==> src/design/dbg_bus_pkg.sv <==
/*
  Debug bus unit shared definitions
  Burst opcodes, burst FSM states, TDO source select, the two views of
  the TAP data register, and the structs passed between the stages
*/
package dbg_bus_pkg;

  localparam int DR_LEN = 64;  // TAP data register length

  // Opcodes carried in the command word, other codes are ignored
  typedef enum logic [3:0] {
    BWRITE8  = 4'h1,
    BWRITE16 = 4'h2,
    BWRITE32 = 4'h3,
    BREAD8   = 4'h5,
    BREAD16  = 4'h6,
    BREAD32  = 4'h7,
    IREG_WR  = 4'h9
  } bus_op_e;

  // Burst FSM, read branch then write branch
  typedef enum logic [3:0] {
    IDLE    = 4'b1011,
    RBEGIN  = 4'b1010,
    RREADY  = 4'b1001,
    RSTATUS = 4'b1000,
    RBURST  = 4'b0111,
    RCRC    = 4'b0010,
    WREADY  = 4'b0110,
    WWAIT   = 4'b0101,
    WBURST  = 4'b0100,
    WCRC    = 4'b0001,
    WMATCH  = 4'b0000
  } burst_state_e;

  typedef enum logic [1:0] {
    READY = 2'd0,  // Bus ready level
    DATA  = 2'd1,  // Output shift register LSB
    MATCH = 2'd2,  // CRC compare result
    CRC   = 2'd3   // CRC serial out
  } tdo_sel_e;

  ////////////////////
  // Data register views

  typedef struct packed {
    logic        top_cmd;  // 0 selects this module
    bus_op_e     opcode;
    logic [31:0] addr;     // Bit 31 doubles as clear flag for IREG_WR
    logic [15:0] count;    // Words in burst
    logic [10:0] spare;
  } dr_cmd_t;

  typedef struct packed {
    logic [31:0] last32;  // Newest serial bit at the top
    logic [31:0] low32;
  } dr_stream_t;

  typedef union packed {
    dr_cmd_t    cmd;
    dr_stream_t stream;
  } dbg_dr_u;

  ////////////////////
  // Stage to stage structs

  typedef struct packed {
    logic [31:0] addr;
    logic [31:0] wdata;
    logic        rd;
    logic [3:0]  size_bytes;
    logic        strb;     // One cycle launch
    logic        clr_err;  // One cycle bus error clear
  } bus_req_t;

  typedef struct packed {
    logic [5:0] size_bits_m1;  // Word size in bits minus one
    logic [3:0] size_bytes;
    logic       rd;
  } word_cfg_t;

  typedef struct packed {
    logic     out_ld;      // Parallel load of output register
    logic     out_ld_bus;  // Load source, 1 = bus read data, 0 = error register
    logic     out_shift;
    logic     crc_clr;
    logic     crc_en;
    logic     crc_in_tdi;  // CRC input, 1 = TDI, 0 = output register LSB
    logic     crc_shift;
    logic     err_chk;     // Sample bus error and ready
    logic     ireg_clr;    // Clear the error bit
    tdo_sel_e tdo_sel;
  } tdo_ctrl_t;

endpackage

==> src/design/dbg_burst_ctrl.sv <==
/*
  Burst controller
  FSM for burst reads and writes with the bit, word and address counters.
  Launches bus transfers and steers the CRC and the TDO path
*/
`timescale 1ns/100ps

module dbg_burst_ctrl #(
  parameter int ADDR_WIDTH = 32,
  parameter int DATA_WIDTH = 32,
  parameter int DR_LEN     = dbg_bus_pkg::DR_LEN
) (
  input  logic                   dbg_clk,
  input  logic                   dbg_rst,
  input  logic                   dbg_tdi_i,
  input  logic                   capture_dr_i,
  input  logic                   shift_dr_i,
  input  logic                   update_dr_i,
  input  logic                   module_select_i,
  input  dbg_bus_pkg::dbg_dr_u   data_register_i,
  input  logic                   burst_rd_i,
  input  logic                   burst_wr_i,
  input  logic                   ireg_wr_i,
  input  logic                   module_cmd_i,
  input  dbg_bus_pkg::word_cfg_t cfg_i,
  input  logic                   biu_rdy_i,
  input  logic                   crc_match_i,
  output logic                   op_ld_o,
  output dbg_bus_pkg::tdo_ctrl_t ctrl_o,
  output dbg_bus_pkg::bus_req_t  bus_req_o,
  output logic                   inhibit_o
);
  import dbg_bus_pkg::*;

  burst_state_e          state_q;
  burst_state_e          state_d;
  logic [ADDR_WIDTH-1:0] addr_q;      // Address of next transfer
  logic [5:0]            bit_cnt_q;   // Bits moved in current word
  logic [15:0]           word_cnt_q;  // Words left
  logic                  addr_ld;
  logic                  addr_inc;
  logic                  bit_clr;
  logic                  bit_inc;
  logic                  word_ld;
  logic                  word_dec;
  logic                  strb;
  logic                  clr_err;
  logic                  load_word;   // Take read data and launch the next read
  logic                  cmd_upd;
  logic                  word_zero;
  logic                  more_words;
  logic                  bit_max;
  logic                  bit_32;

  assign cmd_upd    = module_select_i & module_cmd_i & update_dr_i;
  assign word_zero  = (word_cnt_q == 16'd0);
  assign more_words = (word_cnt_q > 16'd1);
  assign bit_max    = (bit_cnt_q == cfg_i.size_bits_m1);
  assign bit_32     = (bit_cnt_q == 6'd32);

  ////////////////////
  // Next state

  always_comb begin
    state_d = state_q;
    case (state_q)
      IDLE: begin
        if (cmd_upd && burst_rd_i) state_d = RBEGIN;
        else if (cmd_upd && burst_wr_i) state_d = WREADY;
      end
      RBEGIN:  state_d = word_zero ? IDLE : RREADY;  // Zero count burst is dropped
      RREADY:  if (module_select_i && capture_dr_i) state_d = RSTATUS;
      RSTATUS: if (biu_rdy_i) state_d = RBURST;    // Bus stalls here
      RBURST:  if (bit_max && word_zero) state_d = RCRC;
      WREADY: begin
        if (word_zero) state_d = IDLE;
        else if (module_select_i && capture_dr_i) state_d = WWAIT;
      end
      WWAIT:   if (module_select_i && data_register_i[DR_LEN-1]) state_d = WBURST;  // Start bit
      WBURST:  if (bit_max && word_zero) state_d = WCRC;
      WCRC:    if (bit_32) state_d = WMATCH;
      default: state_d = state_q;  // RCRC and WMATCH hold until update
    endcase
    if (state_q != IDLE && update_dr_i) state_d = IDLE;  // Host ends or aborts burst
  end

  ////////////////////
  // Control outputs

  always_comb begin
    ctrl_o         = '0;
    ctrl_o.tdo_sel = DATA;
    {addr_ld, addr_inc, bit_clr, bit_inc, word_ld, word_dec} = '0;
    {op_ld_o, strb, clr_err, load_word, inhibit_o} = '0;
    case (state_q)
      IDLE: begin
        ctrl_o.out_shift = module_select_i & shift_dr_i;   // Error register read-out
        ctrl_o.out_ld    = module_select_i & capture_dr_i;
        ctrl_o.ireg_clr  = cmd_upd & ireg_wr_i & data_register_i.cmd.addr[ADDR_WIDTH-1];
        if (state_d != IDLE) begin
          {addr_ld, op_ld_o, bit_clr, word_ld} = '1;
          ctrl_o.crc_clr = 1'b1;
        end
      end
      RBEGIN: {strb, addr_inc} = {2{~word_zero}};  // First read goes out early
      RSTATUS: begin
        ctrl_o.tdo_sel = READY;
        inhibit_o      = 1'b1;
        load_word      = (state_d == RBURST);
      end
      RBURST: begin
        {ctrl_o.out_shift, ctrl_o.crc_en, bit_inc, inhibit_o} = '1;
        bit_clr   = bit_max;
        load_word = bit_max & ~word_zero;
      end
      RCRC: begin
        ctrl_o.tdo_sel   = CRC;
        ctrl_o.crc_shift = 1'b1;
        inhibit_o        = 1'b1;
      end
      WWAIT: begin
        inhibit_o = 1'b1;
        if (state_d == WBURST) begin
          // TDI already holds data bit 0 here
          {clr_err, bit_inc, word_dec, ctrl_o.crc_en, ctrl_o.crc_in_tdi} = '1;
        end
      end
      WBURST: begin
        {bit_inc, ctrl_o.crc_en, ctrl_o.crc_in_tdi, inhibit_o} = '1;
        if (bit_max) begin  // Last bit of word on TDI
          {ctrl_o.err_chk, bit_clr, strb, addr_inc} = '1;
          word_dec = ~word_zero;
        end
      end
      WCRC: begin
        bit_inc   = 1'b1;
        inhibit_o = 1'b1;
        if (bit_32) ctrl_o.tdo_sel = MATCH;
      end
      WMATCH: begin
        ctrl_o.tdo_sel = MATCH;
        inhibit_o      = 1'b1;
        ctrl_o.err_chk = update_dr_i & crc_match_i;  // Final write status, good bursts only
      end
      default: ;  // RREADY and WREADY just wait
    endcase
    if (load_word) begin
      {ctrl_o.err_chk, ctrl_o.out_ld, ctrl_o.out_ld_bus, word_dec} = '1;
      {strb, addr_inc} = {2{more_words}};
      bit_clr = 1'b1;
    end
  end

  ////////////////////
  // Counters

  always_ff @(posedge dbg_clk or posedge dbg_rst) begin
    if (dbg_rst) begin
      state_q    <= IDLE;
      addr_q     <= '0;
      bit_cnt_q  <= '0;
      word_cnt_q <= '0;
    end else begin
      state_q <= state_d;
      if (addr_ld) addr_q <= data_register_i.cmd.addr;
      else if (addr_inc) addr_q <= addr_q + ADDR_WIDTH'(cfg_i.size_bytes);
      if (bit_clr) bit_cnt_q <= '0;
      else if (bit_inc) bit_cnt_q <= bit_cnt_q + 6'd1;
      if (word_ld) word_cnt_q <= data_register_i.cmd.count;
      else if (word_dec) word_cnt_q <= word_cnt_q - 16'd1;
    end
  end

  // Write word is the newest W bits, left aligned
  assign bus_req_o.addr       = addr_q;
  assign bus_req_o.wdata      = {dbg_tdi_i, data_register_i[DR_LEN-1 -: DATA_WIDTH-1]};
  assign bus_req_o.rd         = cfg_i.rd;
  assign bus_req_o.size_bytes = cfg_i.size_bytes;
  assign bus_req_o.strb       = strb;
  assign bus_req_o.clr_err    = clr_err | ctrl_o.ireg_clr;  // Also drop bus error on clear

endmodule

==> src/design/dbg_bus_module.sv <==
/*
  JTAG debug bus module
  Burst access from the TAP data register to a simple 32-bit bus.
  Chain of command decode, burst control and serial data path
*/
`timescale 1ns/100ps

module dbg_bus_module #(
  parameter int DR_LEN     = dbg_bus_pkg::DR_LEN,
  parameter int ADDR_WIDTH = 32,
  parameter int DATA_WIDTH = 32
) (
  input  logic                  dbg_clk,
  input  logic                  dbg_rst,
  input  logic                  dbg_tdi_i,
  output logic                  dbg_tdo_o,
  input  logic                  capture_dr_i,  // TAP strobes
  input  logic                  shift_dr_i,
  input  logic                  update_dr_i,
  input  dbg_bus_pkg::dbg_dr_u  data_register_i,
  input  logic                  module_select_i,
  output logic                  inhibit_o,
  output dbg_bus_pkg::bus_req_t bus_req_o,
  input  logic [DATA_WIDTH-1:0] biu_rdata_i,
  input  logic                  biu_rdy_i,
  input  logic                  biu_err_i
);
  import dbg_bus_pkg::*;

  logic      burst_rd;
  logic      burst_wr;
  logic      ireg_wr;
  logic      module_cmd;
  logic      op_ld;
  logic      crc_match;
  word_cfg_t cfg;
  tdo_ctrl_t ctrl;

  dbg_cmd_decode u_decode (
    .dbg_clk(dbg_clk), .data_register_i(data_register_i), .op_ld_i(op_ld),
    .burst_rd_o(burst_rd), .burst_wr_o(burst_wr), .ireg_wr_o(ireg_wr),
    .module_cmd_o(module_cmd), .cfg_o(cfg)
  );

  dbg_burst_ctrl #(.ADDR_WIDTH(ADDR_WIDTH), .DATA_WIDTH(DATA_WIDTH), .DR_LEN(DR_LEN)) u_ctrl (
    .dbg_clk(dbg_clk), .dbg_rst(dbg_rst), .dbg_tdi_i(dbg_tdi_i),
    .capture_dr_i(capture_dr_i), .shift_dr_i(shift_dr_i), .update_dr_i(update_dr_i),
    .module_select_i(module_select_i), .data_register_i(data_register_i),
    .burst_rd_i(burst_rd), .burst_wr_i(burst_wr), .ireg_wr_i(ireg_wr),
    .module_cmd_i(module_cmd), .cfg_i(cfg), .biu_rdy_i(biu_rdy_i), .crc_match_i(crc_match),
    .op_ld_o(op_ld), .ctrl_o(ctrl), .bus_req_o(bus_req_o), .inhibit_o(inhibit_o)
  );

  dbg_tdo_path #(.ADDR_WIDTH(ADDR_WIDTH), .DATA_WIDTH(DATA_WIDTH)) u_tdo (
    .dbg_clk(dbg_clk), .dbg_rst(dbg_rst), .dbg_tdi_i(dbg_tdi_i), .ctrl_i(ctrl),
    .data_register_i(data_register_i), .biu_rdata_i(biu_rdata_i), .biu_rdy_i(biu_rdy_i),
    .biu_err_i(biu_err_i), .bus_req_i(bus_req_o),
    .dbg_tdo_o(dbg_tdo_o), .crc_match_o(crc_match)
  );

endmodule

==> src/design/dbg_cmd_decode.sv <==
/*
  Command decoder
  Decodes the opcode of the command word held in the TAP data register
  and latches word size and direction when a burst is accepted
*/
`timescale 1ns/100ps

module dbg_cmd_decode (
  input  logic                   dbg_clk,
  input  dbg_bus_pkg::dbg_dr_u   data_register_i,
  input  logic                   op_ld_i,
  output logic                   burst_rd_o,
  output logic                   burst_wr_o,
  output logic                   ireg_wr_o,
  output logic                   module_cmd_o,
  output dbg_bus_pkg::word_cfg_t cfg_o
);
  import dbg_bus_pkg::*;

  bus_op_e   op;
  word_cfg_t cfg_d;

  assign op           = data_register_i.cmd.opcode;
  assign module_cmd_o = ~data_register_i.cmd.top_cmd;  // Top bit low means ours
  assign burst_wr_o   = op inside {BWRITE8, BWRITE16, BWRITE32};
  assign burst_rd_o   = op inside {BREAD8, BREAD16, BREAD32};
  assign ireg_wr_o    = (op == IREG_WR);

  // Size lookup, bit count kept as bits-1 for the counter compare
  always_comb begin
    cfg_d = '0;
    case (op)
      BWRITE8, BREAD8: begin
        cfg_d.size_bits_m1 = 6'd7;
        cfg_d.size_bytes   = 4'd1;
      end
      BWRITE16, BREAD16: begin
        cfg_d.size_bits_m1 = 6'd15;
        cfg_d.size_bytes   = 4'd2;
      end
      default: begin  // 32-bit words
        cfg_d.size_bits_m1 = 6'd31;
        cfg_d.size_bytes   = 4'd4;
      end
    endcase
    cfg_d.rd = burst_rd_o;
  end

  // Held for the whole burst
  always_ff @(posedge dbg_clk) begin
    if (op_ld_i) begin
      cfg_o <= cfg_d;
    end
  end

endmodule

==> src/design/dbg_crc32.sv <==
/*
  Bit-serial CRC-32
  Reflected polynomial EDB88320, preset to all ones, no final inversion.
  Shifting turns the register into its own serial output
*/
`timescale 1ns/100ps

module dbg_crc32 (
  input  logic        dbg_clk,
  input  logic        dbg_rst,
  input  logic        data_i,
  input  logic        en_i,
  input  logic        shift_i,
  input  logic        clr_i,
  output logic [31:0] crc_o,
  output logic        serial_o
);

  localparam logic [31:0] POLY = 32'hEDB88320;

  logic fb;  // Feedback bit

  assign fb       = crc_o[0] ^ data_i;
  assign serial_o = crc_o[0];  // LSB leaves first

  always_ff @(posedge dbg_clk or posedge dbg_rst) begin
    if (dbg_rst) begin
      crc_o <= '1;
    end else if (clr_i) begin
      crc_o <= '1;  // Preset for a new burst
    end else if (en_i) begin
      crc_o <= {1'b0, crc_o[31:1]} ^ ({32{fb}} & POLY);
    end else if (shift_i) begin
      crc_o <= {1'b0, crc_o[31:1]};  // Plain shift for read-out
    end
  end

endmodule

==> src/design/dbg_tdo_path.sv <==
/*
  Serial data path
  Output shift register, bus error register, CRC engine and TDO select.
  The error register tracks each launched address until a transfer fails
*/
`timescale 1ns/100ps

module dbg_tdo_path #(
  parameter int ADDR_WIDTH = 32,
  parameter int DATA_WIDTH = 32
) (
  input  logic                   dbg_clk,
  input  logic                   dbg_rst,
  input  logic                   dbg_tdi_i,
  input  dbg_bus_pkg::tdo_ctrl_t ctrl_i,
  input  dbg_bus_pkg::dbg_dr_u   data_register_i,
  input  logic [DATA_WIDTH-1:0]  biu_rdata_i,
  input  logic                   biu_rdy_i,
  input  logic                   biu_err_i,
  input  dbg_bus_pkg::bus_req_t  bus_req_i,
  output logic                   dbg_tdo_o,
  output logic                   crc_match_o
);
  import dbg_bus_pkg::*;

  logic [DATA_WIDTH:0] out_sr_q;  // 33 bits to hold the error register
  logic [ADDR_WIDTH:0] err_q;     // Address on top, error flag in bit 0
  logic [31:0]         crc;
  logic                crc_din;
  logic                crc_serial;

  // First failure freezes the address until cleared
  always_ff @(posedge dbg_clk or posedge dbg_rst) begin
    if (dbg_rst) begin
      err_q <= '0;
    end else if (ctrl_i.ireg_clr) begin
      err_q[0] <= 1'b0;
    end else if (!err_q[0]) begin
      if (ctrl_i.err_chk && (biu_err_i || !biu_rdy_i)) begin
        err_q[0] <= 1'b1;  // Error or ready still low
      end else if (bus_req_i.strb) begin
        err_q[ADDR_WIDTH:1] <= bus_req_i.addr;
      end
    end
  end

  always_ff @(posedge dbg_clk or posedge dbg_rst) begin
    if (dbg_rst) begin
      out_sr_q <= '0;
    end else if (ctrl_i.out_ld) begin
      out_sr_q <= ctrl_i.out_ld_bus ? {1'b0, biu_rdata_i} : err_q;
    end else if (ctrl_i.out_shift) begin
      out_sr_q <= {1'b0, out_sr_q[DATA_WIDTH:1]};  // LSB first
    end
  end

  assign crc_din = ctrl_i.crc_in_tdi ? dbg_tdi_i : out_sr_q[0];  // Write vs read data

  dbg_crc32 u_crc (
    .dbg_clk (dbg_clk),
    .dbg_rst (dbg_rst),
    .data_i  (crc_din),
    .en_i    (ctrl_i.crc_en),
    .shift_i (ctrl_i.crc_shift),
    .clr_i   (ctrl_i.crc_clr),
    .crc_o   (crc),
    .serial_o(crc_serial)
  );

  assign crc_match_o = (data_register_i.stream.last32 == crc);  // Host CRC now in top 32 bits

  always_comb begin
    case (ctrl_i.tdo_sel)
      READY:   dbg_tdo_o = biu_rdy_i;
      DATA:    dbg_tdo_o = out_sr_q[0];
      MATCH:   dbg_tdo_o = crc_match_o;
      default: dbg_tdo_o = crc_serial;
    endcase
  end

endmodule

==> config.mk <==
export PLATFORM = sky130hd
export DESIGN_NAME = dbg_bus_module
export DESIGN_NICKNAME = d
export VERILOG_FILES = /design/src/design/dbg_bus_pkg.sv /design/src/design/dbg_burst_ctrl.sv /design/src/design/dbg_bus_module.sv /design/src/design/dbg_cmd_decode.sv /design/src/design/dbg_crc32.sv /design/src/design/dbg_tdo_path.sv
export SDC_FILE = /design/constraint.sdc
export NUM_CORES = 1
export LEC_CHECK = 0
export BUFFER_PORTS_ARGS = -buffer_cell sky130_fd_sc_hd__buf_2
export CORE_UTILIZATION = 56
export CTS_CLUSTER_DIAMETER = 120
export DETAILED_ROUTE_END_ITERATION = 8
export GPL_TIMING_DRIVEN = 0
export PLACE_DENSITY = 0.86
export REMOVE_ABC_BUFFERS = 1
export SYNTH_ARGS = -nofsm -noshare
export SYNTH_HDL_FRONTEND = slang
export SYNTH_SLANG_ARGS = --single-unit
export TNS_END_PERCENT = 1
==> constraint.sdc <==
create_clock -name dbg_clk -period 5.2 [get_ports dbg_clk]
set_input_delay 0.26 -clock dbg_clk [delete_from_list [all_inputs] [get_ports dbg_clk]]
set_output_delay 0.26 -clock dbg_clk [all_outputs]
set_load 0.02 [all_outputs]
==> results.sh, run 1 <==
export IMPL_hold_path_end="u_ctrl.addr_q[1]"
export IMPL_initial_core_util_pct=57.4
export IMPL_seqCellArea_mm2=0.00410
export IMPL_dp_hpwl_mm=16.6
export IMPL_cts_sinks=161
export IMPL_pwr_share_seq_pct=41.5
export IMPL_ys_warn_count=0
export IMPL_ir_worst_vdd_mv=0.285
export IMPL_grt_pass1_vias=7613
export IMPL_cts_clk_slew_worst_paths_ps=70
export IMPL_wl_per_cell_um=18.0
export IMPL_pwr_density_cell_mw_per_mm2=536
export IMPL_drt_pass1_iter_count=6
export IMPL_hold_path_depth=2
export IMPL_die_w_um=130
export IMPL_cts_tree="done"
export IMPL_final_core_util_pct=66.5
export IMPL_endpoint_kind="flip-flop"
export IMPL_die_h_um=130
export IMPL_grtUsageMet1_pct=39.2
export IMPL_cp_max_fo=35
export IMPL_critPathLaunchType="flip-flop"
export IMPL_track_usage_pct=29.2
export IMPL_hold_path_startpoint="data_register_i[28]"
export IMPL_reg2reg_to="u_ctrl.addr_q[3]"
export IMPL_clk_path_buf_depth=2
export IMPL_drcViolationCount=0
export IMPL_fin_cells=1335
export IMPL_leakage_nw=4.61
export IMPL_use_met3_pct=5.33
export IMPL_cp_slowest_stage_delay_ps=900
export IMPL_drive_gt1_share_pct=25.7
export IMPL_ys_ff_latch=161
export IMPL_p_switching_w=0.00220
export IMPL_cp_required_ps=5480
export IMPL_io_pins=178
export IMPL_dp_cells=1301
export IMPL_rr_startpoint="u_ctrl.state_q[2]"
export IMPL_critical_path_buf_inv_count=1
export IMPL_first_iter_violations=642
export IMPL_slew_viol_final=0
export IMPL_crit_path_cell_trace="nand4b_1 -> or4_1 -> o21ai_4 -> mux2i_4 -> inv_1 -> nor2_1 -> a211oi_1"
export IMPL_maxCapViolCount=0
export IMPL_use_met2_pct=48.3
export IMPL_async_flop_share_pct=96.9
export IMPL_multi_input_area_mm2=0.00450
export IMPL_rsz0062_at_grt="false"
export IMPL_hold_violations=0
export IMPL_clock_latency_ps=430
export IMPL_status="complete, no violations"
export IMPL_grt_pass1_wl_mm=38.1
export IMPL_pwr_share_comb_pct=35.3
export IMPL_fillerInstances=1258
export IMPL_antenna_found_initial=0
export IMPL_syn_area_per_cell_um2=9.10
export IMPL_slowest_stage="o21ai_4"
export IMPL_slew_headroom_pct=20.2
export IMPL_busiest_layer="met2"
export IMPL_finalSetupViolCount=0
export IMPL_postSynthCellCount=1006
export IMPL_r2r_slack_ps=360
export IMPL_cts_root_buf="clkbuf_16"
export IMPL_cts_max_level=4
export IMPL_synth_ff_type="dfrtp_1"
export IMPL_hold_path_class="in2reg"
export IMPL_critPathKind="reg2reg"
export IMPL_postRouteAntennaNets=0
export IMPL_dieArea_mm2=0.0169
export IMPL_nets=1219
export IMPL_fp_row_count=46
export IMPL_gp_congestion=0.982
export IMPL_port_buffers=165
export IMPL_wl_mm=24.0
export IMPL_swShare_pct=38.8
export IMPL_post_drt_via_cell_ratio=6.15
export IMPL_intPower_w=0.00348
export IMPL_grt_max_degree=96
export IMPL_syn_cell_area_mm2=0.00915
export IMPL_reg2reg_depth=7
export IMPL_antennaDiodeCount=0
export IMPL_dr_total_vias=8216
export IMPL_gr_total_overflow=0
export IMPL_p_clk_share_pct=23.2
export IMPL_max_freq_mhz=207
export IMPL_tightest_slew_ps=1180
export IMPL_area_delta_synth_final_pct=15.9
export IMPL_cts_buffers=17
export IMPL_fin_crit_ps=4840
export IMPL_hold_ws_ps=57.6
export IMPL_synth_edf_count=5
export IMPL_synthDistinctLibCells=66
export IMPL_fin_worst_skew_ps=10.5
export IMPL_ys_seq_area_share_pct=44.8
export IMPL_cp_top_family="simple AND/OR/NAND/NOR gates"
export IMPL_cts_setup_buffers=0
export IMPL_worst_ep_arrival_time_ps=5110
export IMPL_period_share_pct=93.0
export IMPL_coreArea_mm2=0.0159
## how the worst max path moves through the flow
stage | from | end | slack [ps] | cells after the start
after floorplan | u_ctrl.state_q[1] | u_ctrl.addr_q[21] | -310 | 7
after global placement | u_ctrl.state_q[1] | u_ctrl.addr_q[3] | -2660 | 7
after detailed placement | u_ctrl.state_q[2] | u_ctrl.addr_q[3] | 550 | 7
after CTS | u_ctrl.state_q[1] | u_ctrl.addr_q[3] | 510 | 7
after global routing | u_ctrl.state_q[2] | u_ctrl.addr_q[3] | 190 | 7
final | u_ctrl.state_q[2] | u_ctrl.addr_q[3] | 360 | 7
## final cells by class
cell class	count	share of cell area, %
Multi-Input combinational cell	727	42.4
Sequential cell	161	38.6
Timing Repair Buffer	177	9.77
Clock buffer	18	4.14
Clock inverter	14	1.69
Tap cell	216	2.55
Inverter	22	0.838
## power groups by stage
| stage | clock network, W | logic [W] | registers, W |
|---|---|---|---|
| floorplan | 0 | 0.00128 | 0.00234 |
| global placement | 0 | 0.00185 | 0.00233 |
| detailed placement | 0 | 0.00198 | 0.00235 |
| CTS | 0.00132 | 0.00200 | 0.00234 |
| global route | 0.00138 | 0.00222 | 0.00243 |
| finish | 0.00132 | 0.00200 | 0.00236 |
## stage by stage
stage | total power [W] | worst slack [ps] | area [µm²] | TNS (ps)
5_1_grt | 0.00603 | 193 | 10600 | 0
6_report | 0.00568 | 364 | 10600 | 0
3_3_place_gp | 0.00418 | -2660 | 9740 | -252350
2_1_floorplan | 0.00362 | -314 | 8640 | -3040
3_5_place_dp | 0.00434 | 553 | 9960 | 0
4_1_cts | 0.00567 | 506 | 10600 | 0
## cells by family (layout without fill, tap and decap cells)
logic type	after synthesis	after routing	synth area share [%]
simple gates	377	377	20.1
compound gates	258	258	18.6
other cells	1	1	0.0410
flops	161	161	44.8
xor+xnor	47	47	4.50
mux	36	36	4.37
fa+ha+maj	8	8	1.18
buf+inv	118	231	6.49
## placed cells by master, fill, tap and decap left out, drive strengths merged, types with 5 or more instances in the layout
cell / instances
a22oi: 36
nor2b: 10
dfstp: 35
and2: 5
nor4: 16
inv: 25
o21ai: 67
a21oi: 36
nand4: 19
nand2: 121
nand3: 25
ha: 7
nor3: 30
buf: 176
or4: 15
o31ai: 7
nand4b: 5
edfxtp: 5
clkbuf: 18
dfrtp: 121
clkinv: 5
a32o: 9
xor2: 34
and3: 9
a21o: 9
or3: 13
mux2: 32
xnor2: 13
a211o: 8
nor2: 89
a31oi: 46
o21a: 7
## synth_stat cells (10+ instances only)
| master | n | area [µm²] |
|---|---|---|
| a21oi_1 | 36 | 180 |
| a22oi_1 | 36 | 270 |
| a31oi_1 | 46 | 288 |
| buf_4 | 38 | 285 |
| clkbuf_1 | 49 | 184 |
| dfrtp_1 | 121 | 3030 |
| dfstp_2 | 35 | 920 |
| inv_1 | 21 | 78.8 |
| mux2_2 | 31 | 349 |
| nand2_1 | 121 | 454 |
| nand3_1 | 25 | 125 |
| nand4_1 | 19 | 119 |
| nor2_1 | 89 | 334 |
| nor2b_1 | 10 | 62.6 |
| nor3_1 | 29 | 145 |
| nor4_1 | 15 | 93.8 |
| o21ai_0 | 64 | 320 |
| or3_1 | 13 | 81.3 |
| or4_1 | 15 | 113 |
| xnor2_1 | 13 | 114 |
| xor2_1 | 34 | 298 |
## state kept, by name, indices dropped and copies added (netlist names)
name,flops
u_tdo.err_q,33
u_tdo.out_sr_q,33
u_ctrl.addr_q,32
u_tdo.u_crc.crc_o,32
u_ctrl.word_cnt_q,16
u_ctrl.bit_cnt_q,6
u_decode.cfg_o,5
u_ctrl.state_q,4
## what timing repair did
| item | CTS | global route |
|---|---|---|
| hold buffers | 1 | 0 |
| endpoints found under the hold margin | 59 | 0 |
| gates resized for setup | 0 | 0 |
## metal layers
metal,routed length [µm],part of all wire (%),up-vias
li1,-,-,3842
met1,10300,43,4013
met2,11700,49,329
met3,1560,6.5,32
met4,355,1.5,0
met5,0,0,-
## worst register-to-register path, stage by stage (launching register included)
cell and delay (ps):
dfrtp_1 790, nand4b_1 300, or4_1 540, o21ai_4 900, mux2i_4 610, inv_1 560, nor2_1 820, a211oi_1 170
Note: power is estimated with default switching activity, not from simulation.
==> run 2, diff against run 1 <==
--- a/config.mk
+++ b/config.mk
@@ -10,6 +10,7 @@
 export CTS_CLUSTER_DIAMETER = 120
 export DETAILED_ROUTE_END_ITERATION = 8
 export GPL_TIMING_DRIVEN = 0
+export MAX_ROUTING_LAYER = met4
 export PLACE_DENSITY = 0.86
 export REMOVE_ABC_BUFFERS = 1
 export SYNTH_ARGS = -nofsm -noshare
==> results.sh, run 2 (synthesis results as in run 1) <==
export IMPL_first_iter_violations=821
export IMPL_seqCellArea_mm2=0.00410
export IMPL_drcViolationCount=0
export IMPL_p_clk_share_pct=23.0
export IMPL_drt_pass1_iter_count=5
export IMPL_slowest_stage="o21ai_4"
export IMPL_dr_total_vias=8243
export IMPL_cts_root_buf="clkbuf_16"
export IMPL_cts_tree="done"
export IMPL_gr_total_overflow=0
export IMPL_dp_hpwl_mm=16.5
export IMPL_cts_clk_slew_worst_paths_ps=70
export IMPL_dp_cells=1301
export IMPL_crit_path_cell_trace="nand4b_1 -> or4_1 -> o21ai_4 -> mux2i_4 -> inv_1 -> nor2_1 -> a211oi_1"
export IMPL_area_delta_synth_final_pct=15.6
export IMPL_cts_buffers=17
export IMPL_antenna_found_initial=0
export IMPL_swShare_pct=38.6
export IMPL_grt_max_degree=86
export IMPL_fin_cells=1335
export IMPL_tightest_slew_ps=1160
export IMPL_post_drt_via_cell_ratio=6.17
export IMPL_status="complete, no violations"
export IMPL_leakage_nw=4.59
export IMPL_reg_top3="u_tdo.err_q (33), u_tdo.out_sr_q (33)"
export IMPL_power_total_w=0.00567
export IMPL_cp_slowest_stage_delay_ps=910
export IMPL_die_h_um=130
export IMPL_clk_path_buf_depth=2
export IMPL_port_buffers=165
export IMPL_endpoint_kind="flip-flop"
export IMPL_reg2reg_depth=7
export IMPL_fp_row_count=46
export IMPL_grt_pass1_wl_mm=38.4
export IMPL_fillerInstances=1298
export IMPL_finalSetupViolCount=0
export IMPL_fin_crit_ps=4910
export IMPL_cp_max_fo=35
export IMPL_cts_sinks=161
export IMPL_nets=1219
export IMPL_coreArea_mm2=0.0159
export IMPL_final_cell_mix="buf_2 (165), dfrtp_1 (121), nand2_1 (120)"
export IMPL_final_common_cell="buf_2"
export IMPL_critical_path_buf_inv_count=1
export IMPL_io_pins=178
export IMPL_worst_ep_arrival_time_ps=5190
export IMPL_ctsResizeCount=0
export IMPL_cp_depth=7
export IMPL_cp_top_family="simple AND/OR/NAND/NOR gates"
export IMPL_pwr_density_cell_mw_per_mm2=536
export IMPL_hold_path_class="in2reg"
export IMPL_pwr_share_seq_pct=41.6
export IMPL_fin_tns_setup_ps=0
export IMPL_die_w_um=130
export IMPL_rsz0062_at_grt="false"
export IMPL_fin_worst_skew_ps=12.8
export IMPL_max_freq_mhz=204
export IMPL_intPower_w=0.00348
export IMPL_grt_pass1_vias=7598
export IMPL_postCtsHoldBufs=1
export IMPL_wl_per_cell_um=18.0
export IMPL_cp_required_ps=5480
export IMPL_wl_mm=24.1
export IMPL_slew_viol_final=0
export IMPL_postRouteAntennaNets=0
export IMPL_pwr_share_comb_pct=35.3
export IMPL_initial_core_util_pct=57.4
export IMPL_critPathLaunchType="flip-flop"
export IMPL_gp_congestion=0.996
export IMPL_period_share_pct=94.4
export IMPL_hold_path_depth=2
export IMPL_ir_worst_vdd_mv=0.320
export IMPL_p_switching_w=0.00219
export IMPL_cts_max_level=4
export IMPL_track_usage_pct=30.6
export IMPL_clock_latency_ps=440
export IMPL_multi_input_area_mm2=0.00450
export IMPL_dieArea_mm2=0.0169
export IMPL_drive_gt1_share_pct=25.6
export IMPL_cts_setup_buffers=0
export IMPL_maxCapViolCount=0
export IMPL_critPathKind="reg2reg"
export IMPL_antennaDiodeCount=0
export IMPL_slew_headroom_pct=22.6
export IMPL_hold_violations=0
## run 2: metal layers
layer,up-vias,GRT usage (%),part of all wire [%]
met3,61,6.27,6.9
met5,-,-,0
met2,351,46.7,47
met1,3998,39.7,43
li1,3833,-,-
met4,0,12.8,2.9
## run 2: worst register-to-register path, cell delays in order (launching register included)
cell	delay (ps)
dfrtp_1	780
nand4b_1	300
or4_1	530
o21ai_4	910
mux2i_4	620
inv_1	550
nor2_1	900
a211oi_1	170
## run 2: final cells by class
type	instances	area share, %
Tap cell	216	2.55
Multi-Input combinational cell	727	42.5
Inverter	22	0.840
Clock buffer	21	4.35
Clock inverter	11	1.42
Sequential cell	161	38.7
Timing Repair Buffer	177	9.63
## run 2: stage by stage
stage | setup slack (ps) | util (%) | hold WS, ps | area, µm²
6_report | 292 | 66.4 | 68.4 | 10600
5_1_grt | 127 | 66.4 | 49.5 | 10600
4_1_cts | 449 | 66.2 | 55.5 | 10600
3_5_place_dp | 483 | 62.3 | 428 | 9930
3_3_place_gp | -2670 | 61.1 | 454 | 9740
2_1_floorplan | -314 | - | 376 | 8640
## run 2: power by group through the flow
| stage | sequential, W | clock [W] | combinational, W |
|---|---|---|---|
| finish | 0.00236 | 0.00131 | 0.00200 |
| global route | 0.00243 | 0.00138 | 0.00222 |
| CTS | 0.00234 | 0.00132 | 0.00200 |
| detailed placement | 0.00235 | 0 | 0.00198 |
| global placement | 0.00233 | 0 | 0.00185 |
| floorplan | 0.00234 | 0 | 0.00128 |
## run 2: worst paths after layout
kind	startpoint	to	slack [ps]
worst max-delay path	u_ctrl.state_q[2]	u_ctrl.addr_q[3]	290
worst min-delay path	data_register_i[28]	u_ctrl.addr_q[1]	70
worst max register to register	u_ctrl.state_q[2]	u_ctrl.addr_q[3]	290
worst min register to register	u_tdo.u_crc.crc_o[15]	u_tdo.u_crc.crc_o[14]	470
max in group asynchronous	dbg_rst	u_tdo.u_crc.crc_o[25]	3840
min in group asynchronous	dbg_rst	u_tdo.err_q[1]	480
==> run 3, diff against run 2 <==
--- a/config.mk
+++ b/config.mk
@@ -11,7 +11,8 @@
 export DETAILED_ROUTE_END_ITERATION = 8
 export GPL_TIMING_DRIVEN = 0
 export MAX_ROUTING_LAYER = met4
-export PLACE_DENSITY = 0.86
+export PLACE_DENSITY = 0.83
+export RECOVER_POWER = 100
 export REMOVE_ABC_BUFFERS = 1
 export SYNTH_ARGS = -nofsm -noshare
 export SYNTH_HDL_FRONTEND = slang
==> results.sh, run 3 (synthesis results as in run 1) <==
export IMPL_violations="capacitance limit, slew limit"
export IMPL_post_drt_via_cell_ratio=6.18
export IMPL_area_delta_synth_final_pct=13.5
export IMPL_hold_path_startpoint="data_register_i[28]"
export IMPL_gr_total_overflow=0
export IMPL_drcViolationCount=0
export IMPL_critPathKind="reg2reg"
export IMPL_die_w_um=130
export IMPL_multi_input_area_mm2=0.00448
export IMPL_nets=1218
export IMPL_cts_max_level=4
export IMPL_cts_clk_slew_worst_paths_ps=60
export IMPL_slew_viol_final=159
export IMPL_status="finished, violations left"
export IMPL_seqCellArea_mm2=0.00410
export IMPL_cp_max_fo=41
export IMPL_dr_total_vias=8237
export IMPL_fin_crit_ps=4830
export IMPL_cp_required_ps=5510
export IMPL_port_buffers=165
export IMPL_pwr_density_cell_mw_per_mm2=539
export IMPL_cts_root_buf="clkbuf_16"
export IMPL_grt_pass1_wl_mm=38.2
export IMPL_hold_path_end="u_ctrl.addr_q[1]"
export IMPL_initial_core_util_pct=57.4
export IMPL_finalSetupViolCount=0
export IMPL_endpoint_kind="flip-flop"
export IMPL_reg_top3="u_tdo.err_q (33), u_tdo.out_sr_q (33)"
export IMPL_dieArea_mm2=0.0169
export IMPL_cts_setup_buffers=0
export IMPL_dp_hpwl_mm=16.4
export IMPL_hold_ws_ps=49.4
export IMPL_io_pins=178
export IMPL_fp_row_count=46
export IMPL_postRouteAntennaNets=0
export IMPL_antenna_found_initial=0
export IMPL_maxCapViolCount=2
export IMPL_final_cell_mix="nand2_1 (121), dfrtp_1 (121), buf_2 (92)"
export IMPL_final_core_util_pct=65.2
export IMPL_wl_mm=24.0
export IMPL_cts_tree="done"
export IMPL_ctsResizeCount=0
export IMPL_coreArea_mm2=0.0159
export IMPL_cts_buffers=17
export IMPL_fillerInstances=1332
export IMPL_reg2reg_to="u_ctrl.addr_q[19]"
export IMPL_tightest_slew_ps=3500
export IMPL_reg2reg_depth=7
export IMPL_power_total_w=0.00560
export IMPL_clock_latency_ps=430
export IMPL_rsz0062_at_grt="false"
export IMPL_grt_max_degree=86
export IMPL_track_usage_pct=30.3
export IMPL_drt_pass1_iter_count=5
export IMPL_leakage_nw=4.34
export IMPL_period_share_pct=93.0
export IMPL_r2r_slack_ps=370
export IMPL_hold_path_depth=2
export IMPL_hold_violations=0
export IMPL_antennaDiodeCount=0
export IMPL_first_iter_violations=839
export IMPL_wl_per_cell_um=18.0
export IMPL_postCtsHoldBufs=0
export IMPL_max_freq_mhz=207
export IMPL_gp_congestion=0.954
export IMPL_cts_sinks=161
export IMPL_ir_worst_vdd_mv=0.312
export IMPL_worst_ep_arrival_time_ps=5140
export IMPL_fin_worst_skew_ps=10.5
export IMPL_rr_startpoint="u_ctrl.state_q[2]"
export IMPL_drive_gt1_share_pct=18.4
export IMPL_slew_headroom_pct=-135
export IMPL_clk_path_buf_depth=2
export IMPL_hold_path_class="in2reg"
export IMPL_grt_pass1_vias=7488
export IMPL_die_h_um=130
export IMPL_critPathLaunchType="flip-flop"
## run 3: layer usage
| metal | track usage, % | vias to the layer above | routed length [µm] |
|---|---|---|---|
| li1 | - | 3828 | - |
| met1 | 41.0 | 3983 | 10400 |
| met2 | 46.6 | 376 | 11300 |
| met3 | 4.47 | 50 | 1700 |
| met4 | 10.9 | 0 | 575 |
| met5 | - | - | 0 |
## run 3: power by group
group / internal, W / total, W / switching (W)
clock: 0.000791 / 0.00129 / 0.000502
sequential: 0.00184 / 0.00236 / 0.000522
combinational: 0.000811 / 0.00194 / 0.00113
total: 0.00344 / 0.00560 / 0.00216
## run 3: layout make-up
type,instances,area share [%]
Clock buffer,22,4.57
Sequential cell,161,39.4
Inverter,22,0.819
Tap cell,216,2.60
Clock inverter,9,1.23
Multi-Input combinational cell,727,43.1
Timing Repair Buffer,176,8.21
## run 3: how the worst max path moves through the flow
stage | startpoint | endpoint | slack (ps) | depth (start not counted)
after floorplan | u_ctrl.state_q[1] | u_ctrl.addr_q[21] | -310 | 7
after global placement | u_ctrl.state_q[2] | u_ctrl.addr_q[3] | -2690 | 7
after detailed placement | u_ctrl.state_q[1] | u_ctrl.addr_q[3] | 500 | 7
after CTS | u_ctrl.state_q[2] | u_ctrl.addr_q[3] | 460 | 7
after global routing | u_ctrl.state_q[2] | u_ctrl.addr_q[3] | 130 | 7
final | u_ctrl.state_q[2] | u_ctrl.addr_q[19] | 370 | 7
## run 3: critical path, cell delays in order (launching register included)
cell and delay [ps]:
dfrtp_1 770, nand4b_1 300, or4_1 540, o21ai_4 880, mux2i_4 540, dlymetal6s2s_1 1070
o21ai_0 230, or3_1 350
## run 3: through the flow
stage          instance area [µm²]  TNS, ps  setup slack, ps  cells
3_5_place_dp                  9930        0              498   1301
4_1_cts                      10500        0              463   1332
2_1_floorplan                 8640    -3040             -314    910
6_report                     10400        0              366   1333
5_1_grt                      10400        0              126   1333
3_3_place_gp                  9740  -247740            -2690   1291
